## src/rtl/memPkg.sv

```systemverilog
`default_nettype none

package memPkg;

    // byte address, 64 KiB of RAM
    localparam int unsigned ADDR_W    = 16;
    localparam int unsigned WORD_W    = 32;
    localparam int unsigned BYTE_W    = 8;
    localparam int unsigned RAM_DEPTH = 2 ** ADDR_W;

    // transfer length, code 2'b11 unused
    typedef enum logic [1:0] {
        LEN1 = 2'b00,
        LEN2 = 2'b01,
        LEN4 = 2'b10
    } accessLenE;

    typedef enum logic {
        OP_LOAD  = 1'b0,
        OP_STORE = 1'b1
    } dataOpE;

    // who owns the RAM port
    typedef enum logic [1:0] {
        OWN_IDLE  = 2'b00,
        OWN_FETCH = 2'b01,
        OWN_DATA  = 2'b10
    } ownerE;

    // single byte access from a sequencer
    typedef struct packed {
        logic              valid;
        logic              write;
        logic [ADDR_W-1:0] addr;
        logic [BYTE_W-1:0] wdata;
    } byteReqT;

    // word level command on the data port
    typedef struct packed {
        dataOpE            op;
        accessLenE         len;
        logic [ADDR_W-1:0] addr;
        logic [WORD_W-1:0] wdata;
    } dataCmdT;

endpackage

`default_nettype wire

```

## src/rtl/dataSeq.sv

```systemverilog
`timescale 1ns/1ps
`default_nettype none

module dataSeq (
    input  logic                      clk,
    input  logic                      i_arstN,
    input  logic                      i_clr,
    input  logic                      i_hold,
    input  logic                      i_dataEn,
    input  memPkg::dataCmdT           i_dataCmd,
    input  logic                      i_grant,
    input  logic [memPkg::BYTE_W-1:0] i_rdByte,
    output memPkg::byteReqT           o_req,
    output logic                      o_last,
    output logic                      o_dataDone,
    output logic [memPkg::WORD_W-1:0] o_dataRdata
);

    import memPkg::*;

    typedef enum logic [2:0] {
        ST_B0   = 3'd0,
        ST_B1   = 3'd1,
        ST_B2   = 3'd2,
        ST_B3   = 3'd3,
        ST_TAIL = 3'd4,
        ST_DONE = 3'd5
    } stageE;

    stageE             stageQ;
    dataCmdT           cmdQ;
    dataCmdT           cmd;
    logic [1:0]        byteIdx;
    logic [1:0]        lastIdx;
    logic              pendQ;
    logic [1:0]        pendIdxQ;
    logic [WORD_W-1:0] rdQ;
    logic              active;
    logic              step;
    logic              issuing;

    function automatic logic [1:0] lastIdxOf(accessLenE len);
        case (len)
            LEN1:    return 2'd0;
            LEN2:    return 2'd1;
            default: return 2'd3;
        endcase
    endfunction

    assign active  = i_grant && i_dataEn;
    assign step    = active && !i_hold;
    // first granted cycle works straight from the port
    assign cmd     = (stageQ == ST_B0) ? i_dataCmd : cmdQ;
    assign byteIdx = stageQ[1:0];
    assign lastIdx = lastIdxOf(cmd.len);
    assign issuing = active && !stageQ[2];

    always_ff @(posedge clk or negedge i_arstN) begin
        if (!i_arstN) begin
            stageQ <= ST_B0;
            pendQ  <= 1'b0;
        end else if (i_clr) begin
            stageQ <= ST_B0;
            pendQ  <= 1'b0;
        end else if (step) begin
            pendQ <= issuing && (cmd.op == OP_LOAD);
            case (stageQ)
                ST_B0, ST_B1, ST_B2, ST_B3: begin
                    if (byteIdx != lastIdx) begin
                        stageQ <= stageE'(stageQ + 3'd1);
                    end else if (cmd.op == OP_STORE) begin
                        stageQ <= ST_DONE;
                    end else begin
                        // loads wait one more cycle for the last byte
                        stageQ <= ST_TAIL;
                    end
                end
                ST_TAIL: begin
                    stageQ <= ST_DONE;
                end
                default: begin
                    stageQ <= ST_B0;
                end
            endcase
        end
    end

    always_ff @(posedge clk) begin
        if (step && stageQ == ST_B0) begin
            cmdQ <= i_dataCmd;
        end
        if (step) begin
            pendIdxQ <= byteIdx;
            if (stageQ == ST_B0) begin
                rdQ <= '0;
            end else if (pendQ) begin
                rdQ[pendIdxQ*BYTE_W +: BYTE_W] <= i_rdByte;
            end
        end
    end

    always_comb begin
        o_req       = '0;
        o_req.valid = issuing;
        o_req.write = issuing && (cmd.op == OP_STORE);
        o_req.addr  = cmd.addr + ADDR_W'(byteIdx);
        o_req.wdata = cmd.wdata[byteIdx*BYTE_W +: BYTE_W];
    end

    assign o_last      = (stageQ == ST_DONE);
    assign o_dataDone  = (stageQ == ST_DONE) && !i_hold;
    assign o_dataRdata = rdQ;

    // latched command and the requester's held command must agree on length
    writeInLen: assert property (@(posedge clk) disable iff (!i_arstN)
        o_req.valid && o_req.write |-> byteIdx <= lastIdxOf(i_dataCmd.len));

endmodule

`default_nettype wire

```

## config.mk

```make
export PLATFORM = sky130hd
export DESIGN_NAME = dataSeq
export DESIGN_NICKNAME = d
export VERILOG_FILES = /design/src/rtl/memPkg.sv /design/src/rtl/dataSeq.sv
export SDC_FILE = /design/constraint.sdc
export NUM_CORES = 1
export LEC_CHECK = 0
export ABC_AREA = 0
export BUFFER_PORTS_ARGS = -buffer_cell sky130_fd_sc_hd__buf_2
export CORE_ASPECT_RATIO = 0.8
export CORE_MARGIN = 5
export CORE_UTILIZATION = 45
export CTS_CLUSTER_SIZE = 10
export DETAILED_ROUTE_END_ITERATION = 12
export GPL_ROUTABILITY_DRIVEN = 0
export PLACE_DENSITY = 0.78
export SYNTH_ARGS = -nofsm -noshare
export SYNTH_HDL_FRONTEND = slang
export SYNTH_SLANG_ARGS = --single-unit
```

## constraint.sdc

```tcl
create_clock -name clk -period 10.5 [get_ports clk]
set_input_delay 1.575 -clock clk [delete_from_list [all_inputs] [get_ports clk]]
set_output_delay 1.575 -clock clk [all_outputs]
set_load 0.005 [all_outputs]
```

---- After elaboration in Yosys (flattened, before gate mapping) ----
Cells that the tools add are included.
word-level totals
  logic and storage cells ................. 48
  flip-flop bits (word level) ............. 89
cells by class
  bitwise operators ....................... 1
  eq/ne operators ......................... 7
  reduce and logical (&&, ||, !) cells .... 15
  add/sub/neg operators ................... 3
  shifts and indexed selects .............. 3
  muxes and demuxes ....................... 11
operators with widths
  operator                                                                  count
  51-bit 2-to-1 mux                                                         1
  5-bit negation with 34-bit output                                         1
  8-bit by 34-bit variable shift with 32-bit output (first input constant)  1
  8-bit by 34-bit variable part select with 32-bit output                   1
  32-bit bitwise mux                                                        1
  32-bit 2-to-1 mux                                                         1
  32-bit by 6-bit variable part select with 8-bit output                    1
  16-bit by 2-bit adder with 16-bit output                                  1
  3-bit 2-to-1 mux                                                          3
  1-bit logical AND                                                         7
  3-bit by 2-bit == test with 1-bit output (second input constant)          2
  3-bit == test (second input constant)                                     2
  3-bit case mux with 2 select lines                                        1
  2-bit case mux with 2 select lines                                        1
  2-bit nonzero test                                                        2
  4-bit OR reduction                                                        1
  3-bit by 1-bit adder with 3-bit output (second input constant)            1
  3-bit by 1-bit == test with 1-bit output (second input constant)          1
  3-bit logical NOT                                                         1
  1-bit 2-to-1 mux                                                          3
  2-bit by 1-bit == test with 1-bit output (second input constant)          1
  1-bit logical NOT                                                         2
  2-bit logical NOT                                                         1
  2-bit inequality test                                                     1
  other kinds (2)                                                           2

---- Longest topological paths before layout ----
Gate-level depths: netlist of run 1.
  depth after elaboration ................. 9
  mapped depth ............................ 16
  mapped depth without buffers ............ 12

---- Worst setup path after synthesis of run 1 ----
Ideal clock, no wire load.
  path kind ............................... reg-to-output
  from .................................... register stageQ[0]
  to ...................................... output o_req[20] (netlist name)
  arrival ................................. 3.227 ns
  path slack .............................. 5.698 ns
  stages on the path, launching flop included .. 17
  buffers on the path ..................... 4
  cell sequence ........................... dfrtp_1 buf_1 inv_1 ha_1 nand2b_1 buf_6 buf_2 buf_2 nand2_1 nand2_1 ha_1 inv_1 fa_1 a221oi_4 nand3_1 xor2_1 mux2i_1
RTL lines
  what                    line           RTL
  start, declared         dataSeq.sv:30  stageE stageQ;
  start signal, assigned  dataSeq.sv:70  stageQ <= stageE'(stageQ + 3'd1);
  end, declared           dataSeq.sv:13  output memPkg::byteReqT o_req,

==> summary.txt, run 1 <==
Die
  – Die Y-Extent: 102 µm
  – Die area: 12,700 µm²
  – Chip width: 125 µm
  – Starting Density: 46.2%
  – I/O pins: 125
  – Core area: 10,300 µm²
  – Num rows: 33

Synthesis
  – Synth unique cells: 45
  – Top_reg_cell synth: edfxtp_1
  – Synthesized flop and latch total: 89
  – Synth async-reset ratio: 4.49%
  – Syn_nets: 466
  – Sequential area share after synthesis: 55.8%
  – Number of synthesized flops with an enable pin: 85
  – Syn Area/Cell: 12.2 µm²
  – Synth warn: 0
  – Post-synthesis cell area: 4750 µm²
  – Synth Instances: 388

Finish
  – Commonest non-fill, non-tap cells in the layout: buf_2 (125), edfxtp_1 (85), nand2_1 (48), a21oi_1 (41), nor2_1 (36)
  – Share of cells above drive strength 1: 33.1%
  – # diodes: 0
  – Final layout net count: 590
  – Most common cell after layout, fill and taps aside: buf_2
  – Area Growth Syn to Fin: 22.7%
  – Fill count: 863

Setup path
  – CP Cell Sequence: clkinv_1 -> ha_1 -> nand2b_1 -> nand2_1 -> nand2_1 -> ha_1 -> inv_1 -> fa_1 -> a221oi_4 -> nand3_1 -> xor2_1 -> mux2i_1 -> buf_2
  – Family with the most delay on the worst path: adder cells
  – Critical path class: flop to output pin
  – Worst EP arrival: 4.36 ns
  – Crit path max fanout: 18
  – CP endpoint kind: output pin
  – CP Launch Type: flop
  – Worst R2R Path Depth: 9
  – Critical path depth: 13
  – Worst endpoint required time: 8.93 ns
  – Slowest CP cell: dfrtp_1
  – Slowest cell delay on critical path: 0.74 ns
  – Worst Path Buf+Inv: 3

Routing
  – Total wire length: 11,000 µm
  – Vias: 3,473
  – DRT antenna net count: 0
  – Vias/cell: 5.29
  – DRT Pass-1 Iters: 5
  – Starting DRT DRC Count: 315
  – # DRC: 0
  – Wire length per cell: 16.7 µm

CTS
  – Hold bufs inserted after CTS: 0
  – Max H-tree Level: 3
  – CTS Buf Count: 9
  – Clk_lat worst skew: 0.34 ns
  – Max Root-Sink Buffers: 2
  – CTS tree: done
  – CTS Sinks: 89
  – Root buffer cell: clkbuf_16
  – Post-cts sizing count: 0
  – Clk pin slew, worst setup/hold paths: 0.06 ns
  – Post-CTS Setup Bufs: 0

Global routing
  – GR Util All Layers: 17.4%
  – Vias in the first global route: 3,423
  – Overflow after GRT: 0
  – Initial antenna violation count: 0
  – First-pass GRT wire length: 17,500 µm
  – Largest net degree at the start of global routing: 41

Job
  – Max cap viols: 0

Status
  – Status: finished, final reports clean

STA
  – Fin worst setup slack: 4.56 ns
  – Final Setup Violations: 0
  – Peak Freq: 0.168 GHz
  – Setup TNS: 0 ns
  – Final period util: 56.5%
  – Worst Tran Pin Value: 1.01 ns
  – RSZ-0062 raised after global routing: false
  – Hold Violations, Final: 0
  – Setup Skew: 0.00641 ns
  – Max-slew violation count: 0
  – Tmin final: 5.94 ns
  – Max-slew headroom: 32.9%

Power
  – Overall Power: 0.863 mW
  – Max IR drop VDD: 0.000105 V
  – Static Leak: 2.30 nW
  – Pwr Density: 148 nW/µm²

Placement
  – Port bufs: 124
  – DP Worst Slack: 4.95 ns
  – Dpl hpwl: 7990 µm

Hold path
  – Hold Path Class: flop to flop
  – Hold path depth: 2
==> report_power, final <==
part	internal (mW)	leakage, nW	switching, mW
logic	0.0558	1.31	0.0635
registers	0.403	0.843	0.00753
clock network	0.204	0.149	0.129
total	0.662	2.30	0.200
==> routing by layer <==
layer	routed length, µm	track usage (%)	share of wire, %
met2	5290	28.7	48
met4	88	4.00	0.80
met1	4720	23.0	43
met3	896	5.59	8.1
met5	0	0	0
==> registers in the layout, indices dropped and copies added, names as in the netlist <==
name,cells
pendQ,1
pendIdxQ,2
o_dataRdata,32
cmdQ,51
stageQ,3
==> stage by stage <==
step	utilization (%)	cell area [µm²]	hold WS, ns	cells
floorplan	-	4750	0.491	388
global placement	53.6	5510	0.511	640
detailed placement	53.6	5510	0.521	640
CTS	56.7	5820	0.530	656
global route	56.7	5830	0.558	657
finish	56.7	5830	0.526	657
==> cell usage after synthesis (all sizes together) (2+ instances only) <==
library cell / n / area (µm²)
a21oi: 41 / 205
a221oi: 2 / 52.6
and2: 4 / 25.0
and3: 4 / 25.0
buf: 14 / 75.1
clkbuf: 2 / 7.51
dfrtp: 4 / 100
edfxtp: 85 / 2550
ha: 12 / 150
inv: 8 / 30.0
mux2: 2 / 22.5
mux2i: 15 / 150
mux4: 16 / 360
nand2: 48 / 180
nand3: 12 / 65.1
nand3b: 2 / 15.0
nand4: 4 / 46.3
nor2: 38 / 143
nor2b: 34 / 213
nor3: 4 / 20.0
o21ai: 3 / 15.0
o31ai: 2 / 15.0
or3: 2 / 12.5
xnor2: 7 / 61.3
xor2: 10 / 87.6
==> cell type report <==
cell class / count / area (µm²) / share of cell area, %
clock inverter: 2 / 37.5 / 0.644
multi-input combinational: 274 / 2000 / 34.3
timing repair buffer: 129 / 656 / 11.2
clock buffer: 14 / 274 / 4.70
sequential: 89 / 2650 / 45.5
inverter: 9 / 33.8 / 0.580
tap: 140 / 175 / 3.00
==> tightest hold or removal path, cell delays in order, from the launching register on <==
cell and delay, ns:
dfrtp_1 0.37, nand2_1 0.06, a21oi_1 0.05
==> worst paths after layout <==
path | slack (ns) | from | to
setup / recovery | 4.56 | stageQ[1]$_DFFE_PN0P_ | o_req[20]
hold / removal | 0.53 | pendQ$_DFFE_PN0P_ | pendQ$_DFFE_PN0P_
setup reg to reg | 6.86 | stageQ[1]$_DFFE_PN0P_ | stageQ[2]$_DFFE_PN0P_
hold reg to reg | 0.53 | pendQ$_DFFE_PN0P_ | pendQ$_DFFE_PN0P_
max in group asynchronous | 9.37 | i_arstN | stageQ[1]$_DFFE_PN0P_
min in group asynchronous | 1.02 | i_arstN | stageQ[2]$_DFFE_PN0P_
==> kinds of logic after synthesis <==
| family | share of synthesized area (%) |
|---|---|
| simple gates | 17.0 |
| fa+ha+maj | 3.58 |
| xor+xnor | 3.13 |
| flops | 55.8 |
| compound gates | 6.77 |
| mux | 11.2 |
| buf+inv | 2.45 |
No activity file was read; power rests on OpenSTA's default activity.
==> inputs of run 2 (changes only) <==
--- a/config.mk
+++ b/config.mk
@@ -13,7 +13,7 @@
 export CTS_CLUSTER_SIZE = 10
 export DETAILED_ROUTE_END_ITERATION = 12
 export GPL_ROUTABILITY_DRIVEN = 0
-export PLACE_DENSITY = 0.78
+export PLACE_DENSITY = 0.81
 export SYNTH_ARGS = -nofsm -noshare
 export SYNTH_HDL_FRONTEND = slang
 export SYNTH_SLANG_ARGS = --single-unit
==> constraint.sdc (replaced) <==
create_clock -name clk -period 5.4 [get_ports clk]
set_input_delay 0.81 -clock clk [delete_from_list [all_inputs] [get_ports clk]]
set_output_delay 0.81 -clock clk [all_outputs]
set_load 0.005 [all_outputs]
==> summary.txt, run 2 (synthesized netlist as in run 1, its figures left out) <==
Routing
  – Total wire length: 11,400 µm (+3.7%)
  – DRT Pass-1 Iters: 6 (+1)
  – Vias/cell: 5.37 (+1.5%)
  – Vias: 3,536 (+1.8%)
  – Starting DRT DRC Count: 341 (+8.3%)
  – Wire length per cell: 17.3 µm (+3.4%)
  – # DRC: 0 (unchanged)
  – DRT antenna net count: 0 (unchanged)

Finish
  – Final Cell Area: 5800 µm² (-0.45%)
  – Max reg flops: 51 (unchanged)
  – Largest reg by FF count: cmdQ
  – Most common cell after layout, fill and taps aside: buf_2
  – Area Growth Syn to Fin: 22.1%
  – Final layout net count: 592 (+0.34%)
  – Commonest non-fill, non-tap cells in the layout: buf_2 (124), edfxtp_1 (85), nand2_1 (48), a21oi_1 (41), nor2_1 (36)
  – Fill count: 844 (-2.2%)
  – Share of cells above drive strength 1: 33.1% (+0.065 points)
  – # diodes: 0 (unchanged)

Setup path
  – Slowest cell delay on critical path: 0.71 ns (-0.03 ns)
  – Worst Setup SP: stageQ[1]$_DFFE_PN0P_
  – Critical path class: flop to output pin
  – Family with the most delay on the worst path: adder cells
  – CP endpoint kind: output pin
  – Worst EP arrival: 3.85 ns (-0.51 ns)
  – CP Launch Type: flop
  – R2r setup slk: 2.34 ns (-4.52 ns)
  – Reg2reg start: stageQ[1]$_DFFE_PN0P_
  – Crit path max fanout: 28 (+10)
  – CP Cell Sequence: clkinv_1 -> buf_4 -> ha_1 -> nand2b_1 -> buf_4 -> nand2_1 -> nand2_1 -> ha_1 -> inv_1 -> fa_1 -> a221oi_4 -> nand3_1 -> xor2_1 -> mux2i_1 -> buf_2
  – Worst R2R Path Depth: 9 (unchanged)
  – Worst endpoint required time: 4.59 ns (-4.34 ns)
  – Slowest CP cell: dfrtp_1
  – Worst Path Buf+Inv: 5 (+2)
  – Worst reg2reg path endpoint: o_dataRdata[30]$_SDFFCE_PP0P_

Power
  – Max IR drop VDD: 0.000207 V (+97%)
  – Static Leak: 2.28 nW (-0.93%)
  – Switching pwr: 0.396 mW (+98%)
  – Internal: 1.21 mW (+82%)
  – Comb pwr share: 15.0% (+1.2 points)
  – Pwr Density: 276 nW/µm² (+87%)
  – Flop pwr share: 49.5% (+2.0 points)
  – Sw Share: 24.7% (+1.5 points)
  – Clock Power Share: 35.5% (-3.1 points)

CTS
  – Root buffer cell: clkbuf_16
  – Clk pin slew, worst setup/hold paths: 0.06 ns (about the same)
  – Post-cts sizing count: 0 (unchanged)
  – Hold bufs inserted after CTS: 0 (unchanged)
  – CTS tree: done
  – Post-CTS Setup Bufs: 0 (unchanged)
  – Clk_lat worst skew: 0.33 ns (about the same)
  – Max H-tree Level: 3 (unchanged)
  – Max Root-Sink Buffers: 2 (unchanged)
  – CTS Sinks: 89 (unchanged)
  – CTS Buf Count: 9 (unchanged)

Die
  – Core area: 10,300 µm² (unchanged)
  – Num rows: 33 (unchanged)
  – Die area: 12,700 µm² (unchanged)
  – I/O pins: 125 (unchanged)
  – Chip width: 125 µm (unchanged)
  – Die Y-Extent: 102 µm (unchanged)
  – Starting Density: 46.2% (unchanged)

Job
  – Max cap viols: 0 (unchanged)

Placement
  – Port bufs: 124 (unchanged)
  – Dpl hpwl: 8390 µm (+5.0%)
  – Placed cell area: 5540 µm² (+0.41%)

Global routing
  – Largest net degree at the start of global routing: 46 (+12%)
  – Busiest layer in global routing: met2
  – Initial antenna violation count: 0 (unchanged)
  – Overflow after GRT: 0 (unchanged)
  – Met1 usage: 23.3% (+0.29 points)
  – Vias in the first global route: 3,617 (+5.7%)
  – Met2 Track Usage GR: 30.4% (+1.7 points)
  – Met3 Usage GRT: 6.32% (+0.73 points)
  – GR Util All Layers: 18.2% (+0.77 points)
  – First-pass GRT wire length: 18,600 µm (+6.1%)

STA
  – Hold WS: 0.266 ns (-0.260 ns)
  – Worst Tran Pin Value: 1.28 ns (+0.278 ns)
  – Hold Violations, Final: 0 (unchanged)
  – Peak Freq: 0.214 GHz
  – Max-slew violation count: 0 (unchanged)
  – Max-slew headroom: 13.2% (-20 points)
  – Tmin final: 4.66 ns
  – Setup TNS: 0 ns (unchanged)
  – RSZ-0062 raised after global routing: false
  – Final period util: 86.4%
  – Setup Skew: 0.00575 ns (-0.000657 ns)
  – Final Setup Violations: 0 (unchanged)

Hold path
  – Hold Path Class: input port to asynchronous set/reset pin

Status
  – Status: finished, final reports clean
run 2: cell types whose count changed in the layout (fill, tap and decap cells not counted):
cell and change:
buf_4 +3, clkinvlp_4 +2, clkbuf_1 +1, bufinv_16 -1
buf_2 -1, clkbuf_8 -3, inv_6 +1
run 2: power groups by stage:
stage          sequential [mW]  clock [mW]  combinational [mW]
2_1_floorplan            0.808           0               0.145
3_3_place_gp             0.807           0               0.237
3_5_place_dp             0.808           0               0.243
4_1_cts                  0.793       0.583               0.244
5_1_grt                  0.795       0.620               0.264
6_report                 0.793       0.569               0.241
run 2: metal layers:
metal / up-vias / part of all wire [%]
met4: 0 / 1.8
li1: 1667 / -
met5: - / 0
met1: 1667 / 42
met3: 20 / 9.9
met2: 182 / 47
run 2: per-stage QoR:
stage / power (mW) / util, % / setup slack (ns) / instances
after floorplan: 0.952 / - / 1.21 / 388
after global placement: 1.04 / 53.8 / 1.23 / 643
after detailed placement: 1.05 / 53.8 / 1.10 / 643
after CTS: 1.62 / 56.4 / 0.713 / 659
after global routing: 1.68 / 56.4 / 0.410 / 659
final: 1.60 / 56.4 / 0.737 / 659
run 2: how the worst max path moves through the flow:
| stage | end | cells past startpoint |
|---|---|---|
| after floorplan | cmdQ[0]$_DFFE_PP_ | 8 |
| after global placement | o_req[20] | 15 |
| after detailed placement | o_req[20] | 15 |
| after CTS | o_req[20] | 15 |
| after global routing | o_req[20] | 15 |
| final | o_req[20] | 15 |
run 2: worst register-to-register path, cell delays in order (launching register included):
cell	delay, ns
dfrtp_1	0.60
clkinv_1	0.11
buf_4	0.19
ha_1	0.27
nor2b_4	0.17
buf_4	0.36
buf_4	0.45
nor2_1	0.10
nor2_2	0.09
buf_4	0.37
run 2: area by class of cell:
class	instances	area (µm²)	area share, %
Sequential cell	89	2650	45.7
Inverter	9	33.8	0.582
Multi-Input combinational cell	274	2000	34.5
Clock inverter	4	31.3	0.539
Timing Repair Buffer	131	673	11.6
Clock buffer	12	236	4.08
Tap cell	140	175	3.02
==> inputs of run 3 (changes only) <==
--- a/config.mk
+++ b/config.mk
@@ -6,7 +6,7 @@
 export NUM_CORES = 1
 export LEC_CHECK = 0
 export ABC_AREA = 0
-export BUFFER_PORTS_ARGS = -buffer_cell sky130_fd_sc_hd__buf_2
+export BUFFER_PORTS_ARGS = -buffer_cell sky130_fd_sc_hd__clkbuf_2
 export CORE_ASPECT_RATIO = 0.8
 export CORE_MARGIN = 5
 export CORE_UTILIZATION = 45
@@ -14,6 +14,7 @@
 export DETAILED_ROUTE_END_ITERATION = 12
 export GPL_ROUTABILITY_DRIVEN = 0
 export PLACE_DENSITY = 0.81
+export RECOVER_POWER = 50
 export SYNTH_ARGS = -nofsm -noshare
 export SYNTH_HDL_FRONTEND = slang
 export SYNTH_SLANG_ARGS = --single-unit
==> summary.txt, run 3 (synthesized netlist as in run 1, its figures left out) <==
Finish
  – Commonest non-fill, non-tap cells in the layout: edfxtp_1 (85), clkbuf_1 (77), clkbuf_2 (50), nand2_1 (48), a21oi_1 (41)
  – # diodes: 0 (unchanged)
  – Max reg flops: 51 (unchanged)
  – Final Cell Area: 5750 µm² (-0.88%)
  – Area Growth Syn to Fin: 21.0%
  – Share of cells above drive strength 1: 18.5% (-15 points)
  – Most common cell after layout, fill and taps aside: edfxtp_1
  – Largest reg by FF count: cmdQ
  – Fill count: 893 (+5.8%)
  – Final layout net count: 592 (unchanged)

Routing
  – Wire length per cell: 17.3 µm (-0.11%)
  – Total wire length: 11,400 µm (-0.11%)
  – DRT Pass-1 Iters: 5 (-1)
  – Starting DRT DRC Count: 245 (-28%)
  – Vias: 3,522 (-0.40%)
  – Vias/cell: 5.34 (-0.40%)
  – # DRC: 0 (unchanged)
  – DRT antenna net count: 0 (unchanged)

Die
  – Core area: 10,300 µm² (unchanged)
  – I/O pins: 125 (unchanged)
  – Num rows: 33 (unchanged)
  – Starting Density: 46.2% (unchanged)
  – Chip width: 125 µm (unchanged)
  – Die Y-Extent: 102 µm (unchanged)
  – Die area: 12,700 µm² (unchanged)

Status
  – Failing checks: max-capacitance violations, max-slew violations
  – Status: finished with violations

Power
  – Static Leak: 2.10 nW (-8.1%)
  – Pwr Density: 293 nW/µm² (+6.1%)
  – Max IR drop VDD: 0.000276 V (+34%)
  – Overall Power: 1.69 mW (+5.2%)

Setup path
  – Worst Setup SP: stageQ[1]$_DFFE_PN0P_
  – Family with the most delay on the worst path: adder cells
  – Critical path class: flop to output pin
  – Crit path max fanout: 28 (unchanged)
  – Worst Path Buf+Inv: 4 (-1)
  – CP Launch Type: flop
  – CP endpoint kind: output pin
  – Worst endpoint required time: 4.59 ns (about the same)
  – Worst EP arrival: 3.67 ns (-0.18 ns)
  – Reg2reg start: stageQ[1]$_DFFE_PN0P_
  – Slowest CP cell: fa_1
  – Slowest cell delay on critical path: 0.46 ns (-0.25 ns)
  – CP Cell Sequence: clkinv_1 -> ha_1 -> nand2b_1 -> buf_4 -> nand2_1 -> nand2_1 -> ha_1 -> inv_1 -> fa_1 -> a221oi_4 -> nand3_1 -> xor2_1 -> mux2i_1 -> clkbuf_2

Placement
  – Dpl hpwl: 8200 µm (-2.2%)
  – Placed cell area: 5540 µm² (unchanged)
  – Port bufs: 124 (unchanged)

Global routing
  – Largest net degree at the start of global routing: 52 (+13%)
  – Overflow after GRT: 0 (unchanged)
  – Vias in the first global route: 3,542 (-2.1%)
  – First-pass GRT wire length: 18,000 µm (-3.3%)
  – GR Util All Layers: 17.7% (-0.55 points)
  – Initial antenna violation count: 0 (unchanged)

STA
  – Peak Freq: 0.223 GHz (+4.1%)
  – Worst Tran Pin Value: 2.80 ns (+1.51 ns)
  – Max-slew headroom: -86.6% (-100 points)
  – Setup Skew: 0.00475 ns (-0.00100 ns)
  – Final Setup Violations: 0 (unchanged)
  – Tmin final: 4.48 ns (-0.184 ns)
  – Max-slew violation count: 52 (+52)
  – Final period util: 83.0% (-3.4 points)
  – RSZ-0062 raised after global routing: false
  – Setup TNS: 0 ns (unchanged)
  – Hold WS: 0.291 ns (+0.0250 ns)
  – Hold Violations, Final: 0 (unchanged)

CTS
  – CTS Buf Count: 9 (unchanged)
  – Max H-tree Level: 3 (unchanged)
  – CTS Sinks: 89 (unchanged)
  – Root buffer cell: clkbuf_16
  – Clk_lat worst skew: 0.34 ns (about the same)
  – Max Root-Sink Buffers: 2 (unchanged)
  – CTS tree: done
  – Post-CTS Setup Bufs: 0 (unchanged)
  – Clk pin slew, worst setup/hold paths: 0.06 ns (about the same)
  – Post-cts sizing count: 0 (unchanged)
  – Hold bufs inserted after CTS: 0 (unchanged)

Job
  – Max cap viols: 1 (+1)

Hold path
  – Hold Path Class: input port to asynchronous set/reset pin
==> run 3: changes by cell type in the layout (fill, tap and decap cells not counted), moves of 2 or more <==
cell | previous run | this run
clkbuf_1 | 3 | 77
buf_4 | 7 | 4
bufinv_16 | 0 | 2
clkbuf_2 | 0 | 50
buf_2 | 124 | 0
==> run 3: worst register-to-register path: cells and delay by family, from the launching register on <==
family                     cells  cell delay (ns)
and+or+nand+nor                2             0.21
buffers and inverters          3             2.47
adders and majority gates      1             0.32
DFF                            1             0.37
==> run 3: power breakdown <==
group	switching, mW	total (mW)	internal [mW]
registers	0.0105	0.795	0.784
clock network	0.254	0.659	0.404
logic	0.132	0.233	0.102
==> run 3: cell type report <==
class	count	area, µm²	area share [%]
Sequential cell	89	2650	46.1
Multi-Input combinational cell	274	2000	34.8
Timing Repair Buffer	131	569	9.90
Clock inverter	7	95.1	1.65
Clock buffer	9	225	3.92
Inverter	9	33.8	0.587
Tap cell	140	175	3.05
==> run 3: path summary, 6_finish.rpt <==
| kind | endpoint | cells after the start | slack [ns] |
|---|---|---|---|
| min in group clk | pendQ$_DFFE_PN0P_ | 2 | 0.52 |
| hold reg to reg | pendQ$_DFFE_PN0P_ | 2 | 0.52 |
| max in group asynchronous | pendQ$_DFFE_PN0P_ | 1 | 4.92 |
| setup / recovery | o_req[20] | 14 | 0.92 |
| setup reg to reg | cmdQ[19]$_DFFE_PP_ | 6 | 1.54 |
| hold / removal | stageQ[1]$_DFFE_PN0P_ | 1 | 0.29 |
==> run 3: through the flow <==
stage                     utilization, %  cells  setup slack (ns)
after floorplan                        -    388              1.21
after global placement              53.8    643              1.38
after detailed placement            53.8    643              1.27
after CTS                           57.0    659             0.896
after global routing                55.9    659             0.614
final                               55.9    659             0.920
==> run 3: layer usage <==
layer | vias to the layer above | GRT usage [%] | part of all wire [%]
met2 | 157 | 28.2 | 46
met4 | 0 | 6.50 | 1.8
met1 | 1689 | 22.7 | 43
met3 | 14 | 6.22 | 9.3
met5 | - | 0 | 0
li1 | 1662 | - | -
